==> src/include/autotest_defines.svh <==
// widths are fixed by the cipher under test and are not meant to be changed
// record offsets assume the 31-byte layout at the start of each SD block
`ifndef AUTOTEST_DEFINES_SVH
`define AUTOTEST_DEFINES_SVH

// data widths
`define AT_BYTE_W        8
`define AT_BLOCK_W       64
`define AT_KEY_W         80
`define AT_ADDR_W        32
`define AT_COUNT_W       32

// record framing
`define AT_SIGNATURE     32'hAABBCCDD
`define AT_START_BLOCK   32'h0010_0000
`define AT_SECTOR_BYTES  512

// byte offsets inside a record
`define AT_OFS_BLOCK     4
`define AT_OFS_KEY       12
`define AT_OFS_MODE      22
`define AT_OFS_EXPECT    23
`define AT_OFS_END       31

`endif

==> src/hw/autotest_pkg.sv <==
// shared types for the self-test sequencer
// state encodings appear on debug view 0, so their order is fixed
package autotest_pkg;

  `include "autotest_defines.svh"

  typedef logic [`AT_BYTE_W-1:0]  byte_t;
  typedef logic [`AT_BLOCK_W-1:0] block_t;
  typedef logic [`AT_KEY_W-1:0]   key_t;
  typedef logic [`AT_ADDR_W-1:0]  sd_addr_t;
  typedef logic [`AT_COUNT_W-1:0] count_t;

  typedef enum logic [4:0] {
    INIT,
    SD_RESET,
    SD_RESET_WAIT,
    IDLE,
    BLOCK_REQ,
    BLOCK_WAIT,
    BYTE_REQ,
    BYTE_WAIT,
    BYTE_TAKE,
    SKIP_REST,
    CHECK_SIG,
    RUN,
    CAPTURE,
    COMPARE,
    NEXT_BLOCK,
    HALT
  } ctrl_state_e;

endpackage

==> src/hw/autotest_ifs.sv <==
// internal buses between the controller and its datapath blocks
// all strobes are single-cycle pulses in the clk domain
`timescale 1ns/100ps

interface vec_if;
  logic clear;
  logic byte_stb;
  logic last_byte;
  logic sig_ok;
  logic decrypt;

  modport control (
    output clear,
    output byte_stb,
    input  last_byte,
    input  sig_ok,
    input  decrypt
  );

  modport loader (
    input  clear,
    input  byte_stb,
    output last_byte,
    output sig_ok,
    output decrypt
  );
endinterface

interface chk_if;
  logic clear;
  logic capture;
  logic compare;
  logic mismatch;

  modport control (output clear, output capture, output compare, input mismatch);
  modport check (input clear, input capture, input compare, output mismatch);
endinterface

==> src/hw/autotest_ctrl.sv <==
// sequencer FSM; expects the SD host to raise busy for every request
// halts for good after a record with a bad signature
`timescale 1ns/100ps
`include "autotest_defines.svh"

module autotest_ctrl (
  input  logic                    clk,
  input  logic                    rst,
  input  logic                    spi_busy_i,
  output logic                    spi_rst_o,
  output logic                    spi_r_block_o,
  output logic                    spi_r_byte_o,
  output autotest_pkg::sd_addr_t  spi_block_addr_o,
  input  logic                    uut_end_enc_i,
  input  logic                    uut_end_dec_i,
  output logic                    uut_rst_o,
  vec_if.control                  vec,
  chk_if.control                  chk,
  output autotest_pkg::ctrl_state_e state_o
);

  autotest_pkg::ctrl_state_e state_q;
  autotest_pkg::ctrl_state_e state_d;
  autotest_pkg::sd_addr_t    addr_q;
  logic                      addr_inc;
  logic                      first_q;
  logic                      end_hit;

  // only the flag matching the loaded mode ends a test
  assign end_hit = vec.decrypt ? uut_end_dec_i : uut_end_enc_i;

  assign uut_rst_o        = (state_q != autotest_pkg::RUN);
  assign spi_block_addr_o = addr_q;
  assign state_o          = state_q;

  // loader restarts its byte count on the first byte of each record
  assign vec.clear = (state_q == autotest_pkg::BYTE_TAKE) && first_q;

  always_comb begin
    state_d       = state_q;
    spi_rst_o     = 1'b0;
    spi_r_block_o = 1'b0;
    spi_r_byte_o  = 1'b0;
    vec.byte_stb  = 1'b0;
    chk.clear     = 1'b0;
    chk.capture   = 1'b0;
    chk.compare   = 1'b0;
    addr_inc      = 1'b0;
    case (state_q)
      autotest_pkg::INIT: begin
        state_d = autotest_pkg::SD_RESET;
      end
      autotest_pkg::SD_RESET: begin
        spi_rst_o = 1'b1;
        if (spi_busy_i) state_d = autotest_pkg::SD_RESET_WAIT;
      end
      autotest_pkg::SD_RESET_WAIT: begin
        if (!spi_busy_i) state_d = autotest_pkg::IDLE;
      end
      autotest_pkg::IDLE: begin
        chk.clear = 1'b1;
        state_d   = autotest_pkg::BLOCK_REQ;
      end
      autotest_pkg::BLOCK_REQ: begin
        spi_r_block_o = 1'b1;
        if (spi_busy_i) state_d = autotest_pkg::BLOCK_WAIT;
      end
      autotest_pkg::BLOCK_WAIT: begin
        spi_r_block_o = 1'b1;
        if (!spi_busy_i) state_d = autotest_pkg::BYTE_REQ;
      end
      autotest_pkg::BYTE_REQ: begin
        spi_r_block_o = 1'b1;
        spi_r_byte_o  = 1'b1;
        if (spi_busy_i) state_d = autotest_pkg::BYTE_WAIT;
      end
      autotest_pkg::BYTE_WAIT: begin
        spi_r_block_o = 1'b1;
        if (!spi_busy_i) state_d = autotest_pkg::BYTE_TAKE;
      end
      autotest_pkg::BYTE_TAKE: begin
        // data stays valid until the next request
        spi_r_block_o = 1'b1;
        vec.byte_stb  = 1'b1;
        if (vec.last_byte) begin
          state_d = autotest_pkg::SKIP_REST;
        end else begin
          state_d = autotest_pkg::BYTE_REQ;
        end
      end
      autotest_pkg::SKIP_REST: begin
        // block read released here
        state_d = autotest_pkg::CHECK_SIG;
      end
      autotest_pkg::CHECK_SIG: begin
        state_d = vec.sig_ok ? autotest_pkg::RUN : autotest_pkg::HALT;
      end
      autotest_pkg::RUN: begin
        if (end_hit) state_d = autotest_pkg::CAPTURE;
      end
      autotest_pkg::CAPTURE: begin
        chk.capture = 1'b1;
        state_d     = autotest_pkg::COMPARE;
      end
      autotest_pkg::COMPARE: begin
        chk.compare = 1'b1;
        state_d     = autotest_pkg::NEXT_BLOCK;
      end
      autotest_pkg::NEXT_BLOCK: begin
        addr_inc = 1'b1;
        state_d  = autotest_pkg::IDLE;
      end
      autotest_pkg::HALT: begin
        state_d = autotest_pkg::HALT;
      end
      default: state_d = autotest_pkg::INIT;
    endcase
  end

  always_ff @(posedge clk) begin
    if (rst) begin
      state_q <= autotest_pkg::INIT;
      addr_q  <= `AT_START_BLOCK;
      first_q <= 1'b0;
    end else begin
      state_q <= state_d;
      if (addr_inc) addr_q <= addr_q + 1'b1;
      if (state_q == autotest_pkg::BLOCK_REQ) begin
        first_q <= 1'b1;
      end else if (state_q == autotest_pkg::BYTE_TAKE) begin
        first_q <= 1'b0;
      end
    end
  end

  a_byte_in_block: assert property (@(posedge clk) disable iff (rst)
    spi_r_byte_o |-> spi_r_block_o)
    else $error("byte request outside a block read");

  // the UUT only runs on a record whose signature matched
  a_uut_run_only: assert property (@(posedge clk) disable iff (rst)
    !uut_rst_o |-> vec.sig_ok)
    else $error("UUT out of reset without a valid record signature");

endmodule

==> src/hw/vector_loader.sv <==
// steers record bytes into the UUT operand registers by offset
// bytes past the expected-result field are counted and dropped
`timescale 1ns/100ps
`include "autotest_defines.svh"

module vector_loader (
  input  logic                 clk,
  input  logic                 rst,
  input  autotest_pkg::byte_t  spi_data_i,
  vec_if.loader                vec,
  output autotest_pkg::block_t block_o,
  output autotest_pkg::key_t   key_o,
  output autotest_pkg::block_t expected_o
);

  logic [9:0]           byte_cnt;
  logic [9:0]           idx;
  logic [31:0]          sig_q;
  autotest_pkg::block_t block_q;
  autotest_pkg::key_t   key_q;
  autotest_pkg::block_t expected_q;
  logic                 mode_q;

  // a clear arriving with a strobe means byte 0
  assign idx = vec.clear ? '0 : byte_cnt;

  assign vec.last_byte = (idx == `AT_SECTOR_BYTES - 1);
  assign vec.sig_ok    = (sig_q == `AT_SIGNATURE);
  assign vec.decrypt   = mode_q;

  assign block_o    = block_q;
  assign key_o      = key_q;
  assign expected_o = expected_q;

  always_ff @(posedge clk) begin
    if (rst) begin
      byte_cnt <= '0;
    end else if (vec.byte_stb) begin
      byte_cnt <= idx + 10'd1;
    end
  end

  always_ff @(posedge clk) begin
    if (vec.clear) begin
      sig_q      <= '0;
      block_q    <= '0;
      key_q      <= '0;
      expected_q <= '0;
      mode_q     <= 1'b0;
    end
    if (vec.byte_stb) begin
      // signature is big-endian and every other field little-endian
      if (idx < `AT_OFS_BLOCK) begin
        sig_q[(`AT_OFS_BLOCK - 1 - idx) * 8 +: 8] <= spi_data_i;
      end else if (idx < `AT_OFS_KEY) begin
        block_q[(idx - `AT_OFS_BLOCK) * 8 +: 8] <= spi_data_i;
      end else if (idx < `AT_OFS_MODE) begin
        key_q[(idx - `AT_OFS_KEY) * 8 +: 8] <= spi_data_i;
      end else if (idx == `AT_OFS_MODE) begin
        mode_q <= spi_data_i[0];
      end else if (idx < `AT_OFS_END) begin
        expected_q[(idx - `AT_OFS_EXPECT) * 8 +: 8] <= spi_data_i;
      end
    end
  end

  a_no_overrun: assert property (@(posedge clk) disable iff (rst)
    vec.byte_stb |-> idx < `AT_SECTOR_BYTES)
    else $error("byte strobe beyond end of record");

endmodule

==> src/hw/result_checker.sv <==
// compares the captured UUT result with the expected block
// error count is cleared only by reset
`timescale 1ns/100ps

module result_checker (
  input  logic                 clk,
  input  logic                 rst,
  input  autotest_pkg::block_t uut_result_i,
  input  autotest_pkg::block_t expected_i,
  chk_if.check                 chk,
  output autotest_pkg::count_t err_count_o
);

  autotest_pkg::block_t result_q;
  autotest_pkg::count_t err_q;

  always_ff @(posedge clk) begin
    if (chk.clear) begin
      result_q <= '0;
    end else if (chk.capture) begin
      result_q <= uut_result_i;
    end
  end

  // valid in the compare cycle after result_q has settled
  assign chk.mismatch = (result_q != expected_i);

  always_ff @(posedge clk) begin
    if (rst) begin
      err_q <= '0;
    end else if (chk.compare && chk.mismatch) begin
      err_q <= err_q + 1'b1;
    end
  end

  assign err_count_o = err_q;

  a_cap_cmp_apart: assert property (@(posedge clk) disable iff (rst)
    !(chk.capture && chk.compare))
    else $error("capture and compare in the same cycle");

endmodule

==> src/hw/test_monitor.sv <==
// execution and completed-test statistics plus the debug view select
// view 0 packs address[15:0] above the state code
`timescale 1ns/100ps

module test_monitor (
  input  logic                      clk,
  input  logic                      rst,
  input  logic                      byte_first_i,
  input  logic                      uut_rst_i,
  input  logic                      compare_i,
  input  autotest_pkg::ctrl_state_e state_i,
  input  autotest_pkg::sd_addr_t    block_addr_i,
  input  autotest_pkg::count_t      err_count_i,
  input  logic [1:0]                debug_sel_i,
  output autotest_pkg::count_t      debug_o
);

  autotest_pkg::count_t exec_q;
  autotest_pkg::count_t done_q;

  // cycles spent out of reset in the current test
  always_ff @(posedge clk) begin
    if (rst) begin
      exec_q <= '0;
    end else if (byte_first_i) begin
      exec_q <= '0;
    end else if (!uut_rst_i) begin
      exec_q <= exec_q + 1'b1;
    end
  end

  always_ff @(posedge clk) begin
    if (rst) begin
      done_q <= '0;
    end else if (compare_i) begin
      done_q <= done_q + 1'b1;
    end
  end

  always_comb begin
    case (debug_sel_i)
      2'd0:    debug_o = {block_addr_i[15:0], 11'd0, state_i};
      2'd1:    debug_o = err_count_i;
      2'd2:    debug_o = exec_q;
      default: debug_o = done_q;
    endcase
  end

endmodule

==> src/hw/autotest_top.sv <==
// self-test sequencer top; SD host and cipher UUT sit outside
// spi_err_i is not monitored and host errors surface as signature failures
`timescale 1ns/100ps

module autotest_top (
  input  logic                 clk,
  input  logic                 rst,
  // SD host
  input  logic                 spi_busy_i,
  input  autotest_pkg::byte_t  spi_data_i,
  input  logic                 spi_err_i,
  output logic                 spi_rst_o,
  output logic                 spi_r_block_o,
  output logic                 spi_r_byte_o,
  output autotest_pkg::sd_addr_t spi_block_addr_o,
  // cipher UUT
  output logic                 uut_rst_o,
  output autotest_pkg::block_t uut_block_o,
  output autotest_pkg::key_t   uut_key_o,
  output logic                 uut_decrypt_o,
  input  autotest_pkg::block_t uut_result_i,
  input  logic                 uut_end_enc_i,
  input  logic                 uut_end_dec_i,
  // debug
  input  logic [1:0]           debug_sel_i,
  output autotest_pkg::count_t debug_o
);

  vec_if vec_bus ();
  chk_if chk_bus ();

  autotest_pkg::ctrl_state_e state;
  autotest_pkg::block_t      expected;
  autotest_pkg::count_t      err_count;

  assign uut_decrypt_o = vec_bus.decrypt;

  autotest_ctrl u_ctrl (
    .clk              (clk),
    .rst              (rst),
    .spi_busy_i       (spi_busy_i),
    .spi_rst_o        (spi_rst_o),
    .spi_r_block_o    (spi_r_block_o),
    .spi_r_byte_o     (spi_r_byte_o),
    .spi_block_addr_o (spi_block_addr_o),
    .uut_end_enc_i    (uut_end_enc_i),
    .uut_end_dec_i    (uut_end_dec_i),
    .uut_rst_o        (uut_rst_o),
    .vec              (vec_bus),
    .chk              (chk_bus),
    .state_o          (state)
  );

  vector_loader u_loader (
    .clk        (clk),
    .rst        (rst),
    .spi_data_i (spi_data_i),
    .vec        (vec_bus),
    .block_o    (uut_block_o),
    .key_o      (uut_key_o),
    .expected_o (expected)
  );

  result_checker u_checker (
    .clk          (clk),
    .rst          (rst),
    .uut_result_i (uut_result_i),
    .expected_i   (expected),
    .chk          (chk_bus),
    .err_count_o  (err_count)
  );

  // clear coincides with the first byte strobe of a record
  test_monitor u_monitor (
    .clk          (clk),
    .rst          (rst),
    .byte_first_i (vec_bus.clear),
    .uut_rst_i    (uut_rst_o),
    .compare_i    (chk_bus.compare),
    .state_i      (state),
    .block_addr_i (spi_block_addr_o),
    .err_count_i  (err_count),
    .debug_sel_i  (debug_sel_i),
    .debug_o      (debug_o)
  );

endmodule

==> config.mk <==
export PLATFORM = sky130hd
export DESIGN_NAME = autotest_top
export DESIGN_NICKNAME = d
export VERILOG_FILES = /design/src/hw/autotest_pkg.sv /design/src/hw/autotest_ifs.sv /design/src/hw/autotest_ctrl.sv /design/src/hw/vector_loader.sv /design/src/hw/result_checker.sv /design/src/hw/test_monitor.sv /design/src/hw/autotest_top.sv
export VERILOG_INCLUDE_DIRS = /design/src /design/src/include
export SDC_FILE = /design/constraint.sdc
export NUM_CORES = 1
export LEC_CHECK = 0
export BUFFER_PORTS_ARGS = -buffer_cell sky130_fd_sc_hd__buf_2
export CAP_MARGIN = 40
export CORE_MARGIN = 3
export CORE_UTILIZATION = 53
export DETAILED_ROUTE_END_ITERATION = 6
export PLACE_DENSITY_LB_ADDON = 0.25
export SLEW_MARGIN = 10
export SYNTH_ARGS = -nofsm -noshare
export SYNTH_HDL_FRONTEND = slang
export SYNTH_SLANG_ARGS = --single-unit
==> constraint.sdc <==
create_clock -name clk -period 5.9 [get_ports clk]
set_input_delay 0.295 -clock clk [delete_from_list [all_inputs] [get_ports clk]]
set_output_delay 0.295 -clock clk [all_outputs]
set_load 0.005 [all_outputs]
==> flow_summary.ini <==
[yosys]
ys_seq_elements = 448
syn_area_per_cell_um2 = 8.52
synth-main-ff-cell = dfxtp_1
synth_edf_count = 0
synthTopCellsByArea = dfxtp_1, nand2_1, xor2_1
synth_top_area_cell = dfxtp_1
netlist_top_cells_count = dfxtp_1, nand2_1, nor2_1
synthArstFlopShare_pct = 0
yosysMostFrequentCell = dfxtp_1
ys_types = 88
yosys_warnings = 0
syn_nets = 2662
seq_area_frac_synth_pct = 41.3
netlist.area_leader.share_pct = 41.3
synth_cells = 2552
netlist_area_um2 = 21700

[clock_network]
clkTransAtPathRegs_ns = 0.06
cts_buffer_depth = 3
h-tree-depth = 2
cts_tree = yes
clk_latency_ns = 0.60
cts_num_sinks = 448
cts_made_buffers = 47
root_buffer = clkbuf_16

[timing]
holdWs_ns = 0.0584
max_slew.worst_pin.slew_ns = 0.894
clock_skew_ns = 0.0487
rsz0062_at_grt = true
finalHoldViolCount = 0
slew_violations = 0
period_share_pct = 94.6
setup_viol = 0
fmax_mhz = 179
period_needed_ns = 5.58
fin_tns_setup_ns = 0
slew_headroom_pct = 39.8

[status]
outcome = finished clean

[critical_path]
critPathSlowestCell = a221o_2
endpoint_kind = flip-flop
crit_type = reg2reg
critical_path.top_delay_family = compound AO/OA/AOI/OAI gates
cp_common_cell = nand3_1
cp.required_ns = 6.39
start_kind = flip-flop
crit_arrival_ns = 6.07
max_stage_delay_ns = 0.57
crit_path_cell_trace = nor4b_4, nand2_4, nand2_1, inv_1, ha_1, a21o_1, a22o_1, a21o_1, nor3_1, nand3_1, ha_1, nor4_1, nand3_1, a311oi_1, nand3_1, a221o_2, nor3_1, o21ai_1, a22o_1
critPathBufInv = 1
crit_path_max_fanout = 8

[finish]
final-instance-count-excl-fill = 3417
finish.utilization_pct = 64.7
drive_above_1_share_pct = 17.3
layout.nets = 2964
areaGrowthSynthToFinish_pct = 19.4

[grt]
grt_max_degree = 76
grtUsageTotal_pct = 29.0
overflow = 0
grt_pass1_wl_mm = 104
antenna_found_initial = 1
grt_pass1_vias = 19700

[detailed_routing]
avgViaCountPerCell = 5.95
drtIter0Drc = 1967
num_vias = 20300
wl_mm = 65.9
drcViolationCount = 0
ant_nets = 0
first_pass_iters = 5
wl_per_cell_um = 19.3

[worst_hold_path]
hold_class = in2reg

[die]
fp.dieH_um = 209
core_area_um2 = 40100
ios = 293
die-area_um2 = 43500
rows = 73
initial_utilization_pct = 54.2
die_x_um = 209

[placed_design]
dp.final_hpwl_mm = 46.4
routabilityCongestion = 0.992
place.port_buffers = 291
dp.cells = 3265

[power]
powerDensity_nw_per_um2 = 344
p_leak_uw = 0.0111
p_total_uw = 8930
ir_drop_mv = 0.215

[flow_run]
maxCapViolCount = 0
==> cell type report <==
type                       instances  area [um2]
inverter                          48         184
fill                            3377       14100
clock buffer                      70        1390
sequential                       448        8970
clock inverter                    16         241
antenna                            1        2.50
tap                              525         657
multi-input combinational       1900       12000
timing repair buffer             409        2510
==> stage by stage <==
stage / area (um2) / setup slack [ns]
global placement: 23600 / 0.608
floorplan: 21700 / 0.329
finish: 26000 / 0.321
CTS: 25900 / 0.311
detailed placement: 23600 / 0.355
global route: 26000 / -0.0303
==> cells in the final DEF, fill, tap and decap left out, types with 8 or more instances in the layout <==
| master | n |
|---|---|
| a211oi_1 | 12 |
| a21o_1 | 8 |
| a21oi_1 | 112 |
| a22o_1 | 38 |
| a31oi_1 | 12 |
| and2_1 | 12 |
| and3_1 | 32 |
| and4_1 | 15 |
| buf_2 | 292 |
| buf_4 | 53 |
| clkbuf_1 | 11 |
| clkbuf_16 | 48 |
| clkbuf_8 | 11 |
| dfxtp_1 | 448 |
| dlygate4sd3_1 | 63 |
| ha_1 | 30 |
| inv_1 | 46 |
| mux2_2 | 16 |
| mux2i_1 | 97 |
| mux4_2 | 20 |
| nand2_1 | 433 |
| nand2b_1 | 11 |
| nand3_1 | 153 |
| nand4_1 | 42 |
| nand4b_1 | 12 |
| nor2_1 | 213 |
| nor2b_1 | 10 |
| nor3_1 | 45 |
| nor4_1 | 33 |
| nor4bb_1 | 8 |
| o21ai_0 | 100 |
| o21ai_1 | 8 |
| o2bb2ai_1 | 47 |
| o31ai_1 | 14 |
| or3_1 | 28 |
| or4_1 | 10 |
| xnor2_1 | 58 |
| xor2_1 | 143 |
==> final timing paths <==
path	from	to	slack, ns	depth (start not counted)
worst max register to register	u_ctrl.state_o[0]	u_loader.expected_o[3]	0.32	19
worst max-delay path	u_ctrl.state_o[0]	u_loader.expected_o[3]	0.32	19
worst min-delay path	uut_result_i[55]	u_checker.result_q[55]	0.06	3
worst min register to register	u_loader.key_o[79]	u_loader.key_o[79]	0.45	1
==> kinds of logic (layout without fill, tap and decap cells) <==
family	count (synthesis)	in the layout	share of synthesized area (%)
AND/OR/NAND/NOR	1104	1104	24.2
flip-flops	448	448	41.3
AO/OA/AOI/OAI	432	432	13.6
buffers and inverters	204	543	3.75
XOR/XNOR	201	201	8.10
multiplexers	133	133	7.37
adder cells (fa/ha/maj)	30	30	1.73
other	0	1	0
==> where the power goes <==
part / internal, uW / switching, uW / leakage (uW)
Sequential: 3530 / 368 / 0.00365
Combinational: 746 / 1180 / 0.00668
Clock: 1860 / 1250 / 0.000806
==> flip-flops by register name, summed over array words and instances, names as in the netlist, 4 cells and up <==
| register | count |
|---|---|
| u_loader.key_o | 80 |
| u_checker.result_q | 64 |
| u_loader.block_o | 64 |
| u_loader.expected_o | 64 |
| u_checker.err_count_o | 32 |
| u_ctrl.spi_block_addr_o | 32 |
| u_loader.sig_q | 32 |
| u_monitor.done_q | 32 |
| u_monitor.exec_q | 32 |
| u_loader.byte_cnt | 10 |
| u_ctrl.state_o | 4 |
==> worst reg2reg max path, delay by kind of cell, from the launching register on <==
kind | cells | cell delay, ns
AOI/OAI and AO/OA | 7 | 2.18
adders and majority gates | 2 | 0.68
buffers and inverters | 1 | 0.20
DFF | 1 | 0.34
and+or+nand+nor | 9 | 2.07
==> layer usage <==
metal,GRT usage [%],routed length (um)
met5,0,0
met4,11.3,2550
met2,49.2,31600
met3,4.84,4820
met1,37.1,26900
==> repair_timing <==
action                     in CTS  in global routing
setup endpoints to repair       0                 86
hold endpoints to repair       63                  0
gates resized for setup         0                  8
hold buffers                   63                  0
buffers inserted                0                  2
Note: power is estimated with default switching activity, not from simulation.
